File: src/lc3b_config.svh
`ifndef LC3B_CONFIG_SVH
`define LC3B_CONFIG_SVH

// datapath word and address width
`define LC3B_WIDTH 16

// architectural register count
`define LC3B_NREGS 8

// first fetch address
`define LC3B_RESET_PC 16'h0000

// br with no nzp bits is never taken
`define LC3B_NOP 16'h0000

`endif

File: src/lc3b_types.sv
`default_nettype none

package lc3b_types;

    typedef logic [15:0] lc3b_word;
    typedef logic [2:0]  lc3b_reg;
    typedef logic [2:0]  lc3b_nzp;
    typedef logic [1:0]  lc3b_mem_wmask;

    typedef enum logic [3:0] {
        op_br  = 4'b0000,
        op_add = 4'b0001,
        op_stb = 4'b0011,
        op_and = 4'b0101,
        op_ldr = 4'b0110,
        op_str = 4'b0111,
        op_not = 4'b1001
    } lc3b_opcode;

    typedef enum logic [1:0] {
        alu_add,
        alu_and,
        alu_not,
        alu_pass
    } lc3b_aluop;

    typedef struct packed {
        lc3b_opcode opcode;
        lc3b_reg    dest;
        lc3b_reg    src1;
        logic       imm_flag;
        logic [4:0] imm5;     // src2 sits in the low three bits
    } lc3b_arith_view;

    typedef struct packed {
        lc3b_opcode opcode;
        lc3b_reg    dest;     // nzp for br
        lc3b_reg    base;
        logic [5:0] offset6;  // br offset9 is {base, offset6}
    } lc3b_mem_view;

    typedef union packed {
        lc3b_word       word;
        lc3b_arith_view arith;
        lc3b_mem_view   mem;
    } lc3b_instr;

    typedef struct packed {
        lc3b_opcode    opcode;
        lc3b_aluop     aluop;
        logic [1:0]    imm_sel;         // 0 reg, 1 imm5, 2 offset6, 3 offset9
        logic          load_regfile;
        logic          load_cc;
        logic          mem_read;
        logic          mem_write;
        lc3b_mem_wmask mem_byte_enable;
        logic          is_branch;
        logic          regfile_sel;     // 1 picks the mdr
        lc3b_reg       dest;
    } lc3b_control_word;

endpackage : lc3b_types

`default_nettype wire

File: src/control_rom.sv
`timescale 1ns/1ps
`default_nettype none

module control_rom
    import lc3b_types::*;
(
    input  var lc3b_instr     instr,
    output lc3b_control_word  ctrl
);

    always_comb
    begin
        ctrl = '0;
        ctrl.opcode = instr.arith.opcode;
        ctrl.aluop = alu_pass;
        case (instr.arith.opcode)
            op_add, op_and, op_not:
            begin
                if (instr.arith.opcode == op_add)
                    ctrl.aluop = alu_add;
                else if (instr.arith.opcode == op_and)
                    ctrl.aluop = alu_and;
                else
                    ctrl.aluop = alu_not;
                ctrl.imm_sel = {1'b0, instr.arith.imm_flag};
                ctrl.load_regfile = 1'b1;
                ctrl.load_cc = 1'b1;
                ctrl.dest = instr.arith.dest;
            end
            op_ldr:
            begin
                ctrl.aluop = alu_add;              // base plus scaled offset
                ctrl.imm_sel = 2'd2;
                ctrl.load_regfile = 1'b1;
                ctrl.load_cc = 1'b1;
                ctrl.mem_read = 1'b1;
                ctrl.mem_byte_enable = 2'b11;
                ctrl.regfile_sel = 1'b1;
                ctrl.dest = instr.mem.dest;
            end
            op_str, op_stb:
            begin
                ctrl.aluop = alu_add;
                ctrl.imm_sel = 2'd2;
                ctrl.mem_write = 1'b1;
                // stb lanes come from the address later on
                ctrl.mem_byte_enable = (instr.mem.opcode == op_str) ? 2'b11 : 2'b00;
                ctrl.dest = instr.mem.dest;        // store source register
            end
            op_br:
            begin
                ctrl.aluop = alu_add;              // pc plus offset9
                ctrl.imm_sel = 2'd3;
                ctrl.is_branch = 1'b1;
                ctrl.dest = instr.mem.dest;        // nzp mask
            end
            default: ;
        endcase
    end

endmodule : control_rom

`default_nettype wire

File: src/regfile.sv
`timescale 1ns/1ps
`default_nettype none

`include "lc3b_config.svh"

module regfile
    import lc3b_types::*;
(
    input  wire          clk,
    input  wire          rst_n,
    input  wire          load,
    input  var lc3b_word in,
    input  var lc3b_reg  src_a,
    input  var lc3b_reg  src_b,
    input  var lc3b_reg  dest,
    output lc3b_word     reg_a,
    output lc3b_word     reg_b
);

    lc3b_word data [`LC3B_NREGS];

    always_ff @(posedge clk)
    begin
        if (!rst_n)
        begin
            for (int i = 0; i < `LC3B_NREGS; i++)
                data[i] <= '0;
        end
        else if (load)
            data[dest] <= in;
    end

    // writeback value seen by decode in the same cycle
    assign reg_a = (load && dest == src_a) ? in : data[src_a];
    assign reg_b = (load && dest == src_b) ? in : data[src_b];

    a_dest_known: assert property (@(posedge clk) disable iff (!rst_n)
        load |-> !$isunknown(dest));

endmodule : regfile

`default_nettype wire

File: src/alu.sv
`timescale 1ns/1ps
`default_nettype none

module alu
    import lc3b_types::*;
(
    input  var lc3b_aluop aluop,
    input  var lc3b_word  a,
    input  var lc3b_word  b,
    output lc3b_word      f
);

    always_comb
    begin
        case (aluop)
            alu_add:  f = a + b;
            alu_and:  f = a & b;
            alu_not:  f = ~a;
            alu_pass: f = b;          // operand b straight through
            default:  f = b;
        endcase
    end

endmodule : alu

`default_nettype wire

File: src/hazard_unit.sv
`timescale 1ns/1ps
`default_nettype none

module hazard_unit
    import lc3b_types::*;
(
    input  var lc3b_reg          dec_src1,
    input  var lc3b_reg          dec_src2,
    input  var lc3b_reg          exec_src1,
    input  var lc3b_reg          exec_src2,
    input  var lc3b_reg          mem_dest,
    input  var lc3b_reg          wb_dest,
    input  var lc3b_control_word exec_ctrl,
    input  var lc3b_control_word mem_ctrl,
    input  var lc3b_control_word wb_ctrl,
    input  wire                  branch_taken,
    output logic [1:0]           sel_a,
    output logic [1:0]           sel_b,
    output logic                 bubble,
    output logic                 flush
);

    logic mem_fwd;
    logic wb_fwd;

    // loads in memory have no data yet
    assign mem_fwd = mem_ctrl.load_regfile && !mem_ctrl.mem_read;
    assign wb_fwd  = wb_ctrl.load_regfile;

    // younger result wins
    always_comb
    begin
        sel_a = 2'b00;                     // regfile value
        if (mem_fwd && mem_dest == exec_src1)
            sel_a = 2'b01;
        else if (wb_fwd && wb_dest == exec_src1)
            sel_a = 2'b10;

        sel_b = 2'b00;
        if (mem_fwd && mem_dest == exec_src2)
            sel_b = 2'b01;
        else if (wb_fwd && wb_dest == exec_src2)
            sel_b = 2'b10;
    end

    // load in execute feeding the instruction in decode
    assign bubble = exec_ctrl.mem_read &&
                    (exec_ctrl.dest == dec_src1 || exec_ctrl.dest == dec_src2);

    assign flush = branch_taken;           // kills exec, decode and fetch

endmodule : hazard_unit

`default_nettype wire

File: src/datapath.sv
`timescale 1ns/1ps
`default_nettype none

`include "lc3b_config.svh"

module datapath
    import lc3b_types::*;
(
    input  wire           clk,
    input  wire           rst_n,
    input  wire           i_mem_resp,
    input  wire           d_mem_resp,
    input  var lc3b_word  instr_rdata,
    input  var lc3b_word  mem_rdata,
    output logic          instr_read,
    output lc3b_word      instr_address,
    output logic          mem_read,
    output logic          mem_write,
    output lc3b_word      mem_address,
    output lc3b_word      mem_wdata,
    output lc3b_mem_wmask mem_byte_enable
);

    logic global_load;
    logic bubble;
    logic flush;
    logic branch_taken;
    logic [1:0] sel_a;
    logic [1:0] sel_b;

    lc3b_instr ir;
    lc3b_word dec_pc;
    lc3b_control_word ctrl_dec;
    lc3b_reg dec_src2;
    lc3b_word reg_a;
    lc3b_word reg_b;

    lc3b_instr exec_ir;
    lc3b_word exec_pc;
    lc3b_control_word ctrl_exec;
    lc3b_reg exec_src1;
    lc3b_reg exec_src2;
    lc3b_word exec_a;
    lc3b_word exec_b;
    lc3b_word fwd_a;
    lc3b_word fwd_b;
    lc3b_word alu_a;
    lc3b_word alu_b;
    lc3b_word off6;
    lc3b_word alu_out;

    lc3b_control_word ctrl_mem;
    lc3b_word mem_store;

    lc3b_control_word ctrl_wb;
    lc3b_word wb_result;
    lc3b_word mdr;
    lc3b_word wb_value;
    lc3b_nzp cc;
    lc3b_nzp wb_cc;
    lc3b_nzp flags;

    always_ff @(posedge clk)
    begin
        if (!rst_n)
            instr_read <= 1'b0;
        else
            instr_read <= 1'b1;            // fetch never idles
    end

    // fetch and decode
    always_ff @(posedge clk)
    begin
        if (!rst_n)
        begin
            instr_address <= `LC3B_RESET_PC;
            ir <= `LC3B_NOP;
        end
        else if (global_load)
        begin
            if (flush)
            begin
                instr_address <= mem_address;   // target computed in execute
                ir <= `LC3B_NOP;
            end
            else if (!bubble)
            begin
                instr_address <= instr_address + 16'd2;
                ir <= instr_rdata;
            end
        end
    end

    always_ff @(posedge clk)
    begin
        if (global_load && !bubble)
            dec_pc <= instr_address + 16'd2;
        if (global_load)
        begin
            exec_ir <= ir;
            exec_pc <= dec_pc;
            exec_src1 <= ir.arith.src1;
            exec_src2 <= dec_src2;
            exec_a <= reg_a;
            exec_b <= reg_b;
            mem_address <= alu_out;
            mem_store <= fwd_b;
            wb_result <= mem_address;
        end
        if (global_load && ctrl_mem.mem_read)
            mdr <= mem_rdata;
    end

    // control words down the pipe
    always_ff @(posedge clk)
    begin
        if (!rst_n)
        begin
            ctrl_exec <= '0;
            ctrl_mem <= '0;
            ctrl_wb <= '0;
            cc <= 3'b010;
        end
        else if (global_load)
        begin
            if (flush || bubble)
                ctrl_exec <= '0;
            else
                ctrl_exec <= ctrl_dec;
            if (flush)
                ctrl_mem <= '0;
            else
                ctrl_mem <= ctrl_exec;
            ctrl_wb <= ctrl_mem;
            if (ctrl_wb.load_cc)
                cc <= wb_cc;
        end
    end

    assign dec_src2 = ctrl_dec.mem_write ? ctrl_dec.dest : ir.arith.imm5[2:0];

    // operand muxes in execute
    always_comb
    begin
        fwd_a = (sel_a == 2'b01) ? mem_address : (sel_a == 2'b10) ? wb_value : exec_a;
        fwd_b = (sel_b == 2'b01) ? mem_address : (sel_b == 2'b10) ? wb_value : exec_b;
        alu_a = ctrl_exec.is_branch ? exec_pc : fwd_a;
        off6 = {{(`LC3B_WIDTH-6){exec_ir.mem.offset6[5]}}, exec_ir.mem.offset6};
        if (ctrl_exec.opcode != op_stb)
            off6 = {off6[14:0], 1'b0};    // word offset
        case (ctrl_exec.imm_sel)
            2'd0: alu_b = fwd_b;
            2'd1: alu_b = {{(`LC3B_WIDTH-5){exec_ir.arith.imm5[4]}}, exec_ir.arith.imm5};
            2'd2: alu_b = off6;
            default: alu_b = {{(`LC3B_WIDTH-10){exec_ir.mem.base[2]}}, exec_ir.mem.base,
                              exec_ir.mem.offset6, 1'b0};
        endcase
    end

    // writeback value, flags and branch resolution
    always_comb
    begin
        wb_value = ctrl_wb.regfile_sel ? mdr : wb_result;
        if (wb_value[15])
            wb_cc = 3'b100;
        else if (wb_value == '0)
            wb_cc = 3'b010;
        else
            wb_cc = 3'b001;
        flags = ctrl_wb.load_cc ? wb_cc : cc;   // previous instruction not yet in cc
        branch_taken = ctrl_mem.is_branch && |(ctrl_mem.dest & flags);
    end

    assign mem_read = ctrl_mem.mem_read;
    assign mem_write = ctrl_mem.mem_write;
    assign mem_byte_enable = (ctrl_mem.opcode == op_stb) ?
                             (mem_address[0] ? 2'b10 : 2'b01) : ctrl_mem.mem_byte_enable;
    assign mem_wdata = (ctrl_mem.opcode == op_stb) ?
                       {mem_store[7:0], mem_store[7:0]} : mem_store;
    // hold everything while a memory is still busy
    assign global_load = i_mem_resp && (d_mem_resp || !(mem_read || mem_write));

    control_rom control_rom_module (.instr(ir), .ctrl(ctrl_dec));

    regfile regfile_module
    (
        .clk(clk),
        .rst_n(rst_n),
        .load(ctrl_wb.load_regfile && global_load),
        .in(wb_value),
        .src_a(ir.arith.src1),
        .src_b(dec_src2),
        .dest(ctrl_wb.dest),
        .reg_a(reg_a),
        .reg_b(reg_b)
    );

    alu alu_module (.aluop(ctrl_exec.aluop), .a(alu_a), .b(alu_b), .f(alu_out));

    hazard_unit hazard_module
    (
        .dec_src1(ir.arith.src1),
        .dec_src2(dec_src2),
        .exec_src1(exec_src1),
        .exec_src2(exec_src2),
        .mem_dest(ctrl_mem.dest),
        .wb_dest(ctrl_wb.dest),
        .exec_ctrl(ctrl_exec),
        .mem_ctrl(ctrl_mem),
        .wb_ctrl(ctrl_wb),
        .branch_taken(branch_taken),
        .sel_a(sel_a),
        .sel_b(sel_b),
        .bubble(bubble),
        .flush(flush)
    );

    a_rw_exclusive: assert property (@(posedge clk) disable iff (!rst_n)
        !(mem_read && mem_write));
    a_write_lanes: assert property (@(posedge clk) disable iff (!rst_n)
        mem_write |-> mem_byte_enable != 2'b00);

endmodule : datapath

`default_nettype wire

File: config.mk
export PLATFORM = sky130hd
export DESIGN_NAME = datapath
export DESIGN_NICKNAME = d
export VERILOG_FILES = /design/src/lc3b_types.sv /design/src/control_rom.sv /design/src/regfile.sv /design/src/alu.sv /design/src/hazard_unit.sv /design/src/datapath.sv
export VERILOG_INCLUDE_DIRS = /design/src /design/src/src
export SDC_FILE = /design/constraint.sdc
export NUM_CORES = 1
export LEC_CHECK = 0
export BUFFER_PORTS_ARGS = -buffer_cell sky130_fd_sc_hd__clkbuf_2
export CORE_MARGIN = 10
export CORE_UTILIZATION = 44
export DETAILED_ROUTE_END_ITERATION = 8
export HOLD_SLACK_MARGIN = 0.03
export MAX_ROUTING_LAYER = met4
export PLACE_DENSITY = 0.58
export SETUP_SLACK_MARGIN = 0.5
export SYNTH_ARGS = -nofsm -noshare
export SYNTH_HDL_FRONTEND = slang
export SYNTH_SLANG_ARGS = --single-unit
File: constraint.sdc
create_clock -name clk -period 7.3 [get_ports clk]
set_clock_uncertainty 0.2 [all_clocks]
set_input_delay 1.095 -clock clk [delete_from_list [all_inputs] [get_ports clk]]
set_output_delay 1.095 -clock clk [all_outputs]
set_load 0.005 [all_outputs]
==> results of run 1 <==
[logic make-up after synthesis]
family,synth area share
mux,0.0888
xor+xnor,0.0248
simple gates,0.152
flops,0.549
compound gates,0.129
fa+ha+maj,0.0135
buf+inv,0.0431
[area by class of cell]
class                           count  area share
Sequential cell                   340       0.491
Tap cell                          518      0.0335
Clock buffer                       54      0.0556
Multi-Input combinational cell   1074       0.367
Timing Repair Buffer              122      0.0360
Clock inverter                     15     0.00738
Inverter                           50     0.00984
[critical path, stage by stage (launching register included)]
cell and delay (ns):
dfxtp_1 0.37, buf_4 0.31, mux2i_1 0.87, and2_1 0.24, o31ai_1 0.09, mux4_2 0.47, o21a_1 0.13, ha_1 0.25
or3_1 0.37, or3_1 0.33, o211ai_2 0.24, o21ai_1 0.09, a21oi_1 0.18, xnor2_1 0.08, mux4_2 0.45
[path summary, 6_finish.rpt]
kind | start | end | slack [ns] | cells after the start
min reg2reg | dec_pc[1] | exec_pc[1] | 0.22 | 0
max reg2reg | ctrl_wb[3] | mem_address[13] | 2.35 | 14
min | dec_pc[1] | exec_pc[1] | 0.22 | 0
max | ctrl_wb[3] | mem_address[13] | 2.35 | 14
[power by group through the flow]
stage | registers [uW] | logic, uW | clock network (uW)
floorplan | 2350 | 551 | 0
global placement | 2440 | 773 | 0
detailed placement | 2430 | 782 | 0
CTS | 2400 | 787 | 1950
global route | 2410 | 859 | 2030
finish | 2400 | 791 | 1920
[metrics by stage]
step	area [um^2]	hold slack [ns]	instances	worst slack, ns
3_5_place_dp	18100	0.205	2104	2.25
6_report	19300	0.217	2173	2.35
4_1_cts	19300	0.219	2173	2.38
5_1_grt	19300	0.222	2173	2.04
2_1_floorplan	17300	0.200	1585	1.38
3_3_place_gp	18100	0.201	2104	2.26
[cell usage in the layout, fill, tap and decap left out, types with 41 or more instances in the layout]
master | netlist | routed
nand2_1 | 236 | 236
mux4_2 | 42 | 42
clkbuf_2 | 0 | 88
o21ai_0 | 50 | 50
a21oi_1 | 80 | 80
edfxtp_1 | 268 | 268
inv_1 | 43 | 43
nor2_1 | 180 | 180
clkbuf_16 | 0 | 41
dfxtp_1 | 72 | 71
a211oi_1 | 44 | 44
[sequential cells by signal (all words and copies together) (netlist names), 3 cells and up, named ones only]
name / flops
ir: 16
dec_pc: 16
cc: 3
mdr: 16
ctrl_wb: 5
exec_b: 16
regfile_module.data: 128
wb_result: 16
exec_pc: 16
mem_store: 16
ctrl_exec: 16
exec_src2: 3
exec_ir: 9
mem_address: 16
instr_address: 16
exec_a: 16
ctrl_mem: 10
[per-layer routing]
metal | share of wire | up-vias | wire length (um)
met5 | 0 | - | 0
met3 | 0.068 | 87 | 3740
met2 | 0.48 | 505 | 26300
li1 | - | 5891 | -
met1 | 0.42 | 6438 | 23000
met4 | 0.030 | 0 | 1620
[synth_stat cells (all sizes together) (24+ instances only)]
library cell / n / area, um^2
o21ai: 54 / 274
nor3: 29 / 150
nand3: 38 / 190
inv: 48 / 180
dfxtp: 72 / 1440
a211oi: 45 / 350
edfxtp: 268 / 8050
buf: 43 / 265
a21oi: 80 / 400
and3: 34 / 213
nand2: 236 / 886
nor2: 183 / 699
mux2i: 38 / 409
clkbuf: 78 / 293
a22o: 24 / 210
xnor2: 31 / 272
mux4: 42 / 946
==> results.py, run 1 <==
metrics = {
    "sta": {
        "setup_viol": 0,
        "grt_setup_unrepaired": "false",
        "tightest_slew_ns": 1.28,
        "min_period_ns": 4.95,
        "clock.fmax_ghz": 0.202,
        "hold_viol": 0,
        "tns_ns": 0,
        "fin_crit_sh": 0.678,
        "maxSlewViolCount": 0,
        "slew_headroom": 0.123,
    },
    "cts": {
        "cts_tree": "yes",
        "worstSkewPairLatency_ns": 0.57,
        "post_cts_buffers": 0,
        "cts-root-buf": "clkbuf_16",
        "ctsResizeCount": 0,
        "clock-sinks": 340,
        "cts_buffers": 39,
        "cts_buffer_depth": 3,
        "cts.clk_slew.worst_paths_ns": 0.06,
        "ctsHoldBuffers": 0,
        "htree_num_levels": 2,
    },
    "global_route": {
        "antenna_found_initial": 0,
        "use_met3": 0.0329,
        "grt_overflow": 0,
        "top_usage_layer": "met2",
        "first_global_vias": 12700,
        "met2_usage": 0.375,
        "grt_pass1_wl_um": 81400,
        "grt_use_total": 0.233,
        "grt_max_degree": 67,
        "use_met1": 0.295,
    },
    "cells_and_area": {
        "fillers": 3504,
        "nets": 1681,
        "synthToLayoutAreaGrowth_pct": 11.8,
        "postLayoutCoreUtil": 0.499,
        "multiInputGateArea_um2": 7090,
        "antenna_cells": 0,
        "seq_area_um2": 9490,
        "final_layout_size_suffix_gt1_frac": 0.163,
    },
    "drt": {
        "drc": 0,
        "first_iter_violations": 1101,
        "antenna_left": 0,
        "dr.pass1.iters": 6,
        "wl_um": 54700,
        "viasPerCell": 5.95,
        "wl_per_cell_um": 25.2,
        "vias": 12900,
    },
    "placed_design": {
        "place_congestion": 0.932,
        "dp_hpwl_um": 36600,
        "numPortBuffers": 88,
    },
    "yosys": {
        "synth_cells": 1585,
        "avgSynthCellArea_um2": 10.9,
        "async_flop_share": 0,
        "syn-num-nets": 1639,
        "synth_edf_count": 268,
        "synthesis.area_um2": 17300,
        "yosysSeqAreaShare": 0.549,
        "synth_cell_type_count": 77,
        "yosys_warnings": 0,
        "synth_seq_cells": 340,
        "ys.flop_type": "edfxtp_1",
    },
    "die": {
        "die-area_um2": 47600,
        "die_w_um": 218,
        "initial_utilization": 0.446,
        "core-area_um2": 38700,
        "die_h_um": 218,
        "boundaryPins": 89,
        "rows": 72,
    },
    "critical_path": {
        "cp-start-kind": "flop",
        "arrival_ns": 5.05,
        "required_ns": 7.40,
        "cp-end-kind": "flop",
        "path_max_fanout": 19,
        "critical_path_class": "flop to flop",
    },
    "power_and_ir_drop": {
        "p_switching_uw": 1410,
        "total_power_uw": 5110,
        "internal_power_uw": 3700,
        "p_clk_frac": 0.376,
        "power_density_nw_per_um2": 264,
        "p_seq_frac": 0.469,
        "power_frac_comb": 0.155,
        "ir_worst_vdd_uv": 123,
        "power_switching_share": 0.277,
        "p_leak_uw": 0.00709,
    },
    "worst_hold_path": {
        "hold_class": "flop to flop",
    },
    "job": {
        "maxCapViolations": 0,
    },
    "run_status": {
        "status": "finished, final reports clean",
    },
}
No activity file was read; power rests on OpenSTA's default activity.
==> run 2, diff against run 1 <==
PLACE_DENSITY = 0.6   (was 0.58)
clock period = 4 ns   (was 7.3 ns; I/O delays follow)
==> run 2 against run 1 <==
The flow now finishes with violations (negative setup slack); via count is 4.3% higher; utilization grew 4.0 points; clock power increased by 82%; setup slack got worse by 2.5 ns; worst hold slack lost 0.17 ns; final cell count is 6.9% higher; fmax rose by 19%; critical path type unchanged; critical endpoint unchanged.
==> results.py, run 2 (synthesis gave the netlist of run 1 again) <==
metrics = {
    "critical_path": {
        "critical_path_class": "flop to flop",
        "required_ns": 4.09,
        "arrival_ns": 4.26,
        "cp-start-kind": "flop",
        "cp-end-kind": "flop",
        "reg2reg_setup_slack_ns": -0.17,
        "path_max_fanout": 4,
    },
    "power_and_ir_drop": {
        "p_seq_frac": 0.451,
        "power_frac_comb": 0.187,
        "ir_worst_vdd_uv": 234,
        "total_power_uw": 9670,
        "p_clk_frac": 0.362,
        "p_switching_uw": 2740,
        "internal_power_uw": 6940,
        "power_switching_share": 0.283,
        "power_density_nw_per_um2": 464,
        "p_leak_uw": 0.00792,
    },
    "worst_hold_path": {
        "hold_class": "input pin to flop",
    },
    "cts": {
        "worstSkewPairLatency_ns": 0.58,
        "cts-root-buf": "clkbuf_16",
        "clock-sinks": 340,
        "cts_buffer_depth": 3,
        "cts.clk_slew.worst_paths_ns": 0.06,
        "cts_tree": "yes",
        "htree_num_levels": 2,
        "cts_buffers": 39,
    },
    "sta": {
        "clock.fmax_ghz": 0.240,
        "min_period_ns": 4.17,
        "hold_ws_ns": 0.0458,
        "tightest_slew_ns": 1.03,
        "hold_viol": 0,
        "fin_crit_sh": 1.04,
        "setup_ws_ns": -0.172,
        "grt_setup_unrepaired": "true",
        "setup_viol": 8,
        "maxSlewViolCount": 0,
        "slew_headroom": 0.310,
    },
    "drt": {
        "wl_per_cell_um": 23.8,
        "drc": 0,
        "antenna_left": 0,
        "viasPerCell": 5.80,
        "first_iter_violations": 1069,
        "wl_um": 55300,
        "dr.pass1.iters": 5,
        "vias": 13500,
    },
    "cells_and_area": {
        "nets": 1831,
        "antenna_cells": 0,
        "final_cell_mix": "edfxtp_1 (268), nand2_1 (236), nor2_1 (178)",
        "final_common_cell": "edfxtp_1",
        "final_layout_size_suffix_gt1_frac": 0.253,
        "fillers": 3383,
        "fin_cells": 2323,
        "synthToLayoutAreaGrowth_pct": 20.7,
        "largest_reg_flops": 128,
        "top_register": "regfile_module.data",
        "fin_area_um2": 20900,
    },
    "placed_design": {
        "dpl_cell_area_um2": 19100,
        "place_congestion": 0.936,
        "place_inst": 2222,
        "numPortBuffers": 88,
        "dp_hpwl_um": 38100,
        "preCtsSetupSlack_ns": -0.149,
    },
    "die": {
        "core-area_um2": 38700,
        "boundaryPins": 89,
        "initial_utilization": 0.446,
        "die_h_um": 218,
        "die_w_um": 218,
        "die-area_um2": 47600,
        "rows": 72,
    },
    "global_route": {
        "antenna_found_initial": 0,
        "grt_use_total": 0.236,
        "grt_pass1_wl_um": 83100,
        "grt_overflow": 0,
        "grt_max_degree": 66,
        "first_global_vias": 13300,
    },
    "run_status": {
        "violations": "negative setup slack",
        "status": "finished, violations left",
    },
    "job": {
        "maxCapViolations": 0,
    },
}
==> run 2: final timing paths <==
path	to	from	cells after the start
max	mem_address[13]	exec_src2[1]	16
min	ir[11]	instr_rdata[11]	2
max reg2reg	mem_address[13]	exec_src2[1]	16
min reg2reg	exec_pc[14]	dec_pc[14]	0
==> run 2: area by class of cell <==
class | instances | area [um^2] | area share
repair buffers | 272 | 1920 | 0.0919
clock inverters | 15 | 170 | 0.00815
inverters | 50 | 193 | 0.00923
clock buffers | 54 | 1070 | 0.0514
flip-flops and latches | 340 | 9490 | 0.455
multi-input cells | 1074 | 7380 | 0.353
well taps | 518 | 648 | 0.0311
==> run 2: per-layer routing <==
| metal | GRT usage | part of all wire | up-vias | routed length (um) |
|---|---|---|---|---|
| li1 | - | - | 6208 | - |
| met1 | 0.300 | 0.42 | 6669 | 23400 |
| met2 | 0.382 | 0.48 | 468 | 26800 |
| met3 | 0.0296 | 0.060 | 126 | 3310 |
| met4 | 0.0872 | 0.033 | 0 | 1820 |
| met5 | - | 0 | - | 0 |
==> run 2: power by group through the flow <==
| stage | Sequential, uW | Combinational (uW) | Clock, uW |
|---|---|---|---|
| floorplan | 4290 | 1020 | 0 |
| global placement | 4420 | 1630 | 0 |
| detailed placement | 4420 | 1640 | 0 |
| CTS | 4350 | 1700 | 3550 |
| global route | 4380 | 1960 | 3680 |
| finish | 4360 | 1810 | 3500 |
==> run 2: per-stage QoR <==
step | util | TNS, ns
after floorplan | - | 0
after global placement | 0.493 | -0.113
after detailed placement | 0.493 | -0.401
after CTS | 0.532 | -0.198
after global routing | 0.539 | -1.89
final | 0.539 | -0.546
==> run 2: timing repair <==
| action | in CTS | in global routing |
|---|---|---|
| hold endpoints to repair | 11 | 0 |
| setup endpoints to repair | 14 | 17 |
| resized for setup | 19 | 34 |
| hold buffers | 11 | 0 |
| pin swaps | 5 | 23 |
| buffers inserted | 8 | 13 |
==> run 2: critical path, cell delays in order (launching register included) <==
cell,delay (ns)
edfxtp_1,0.42
buf_6,0.14
xor2_2,0.15
nor4_4,0.24
buf_4,0.18
buf_4,0.12
o31ai_4,0.07
mux4_2,0.45
o21a_1,0.16
ha_4,0.17
or3_4,0.34
or3_4,0.35
o211ai_4,0.18
o21ai_2,0.08
a21oi_2,0.13
xnor2_1,0.07
mux4_2,0.44
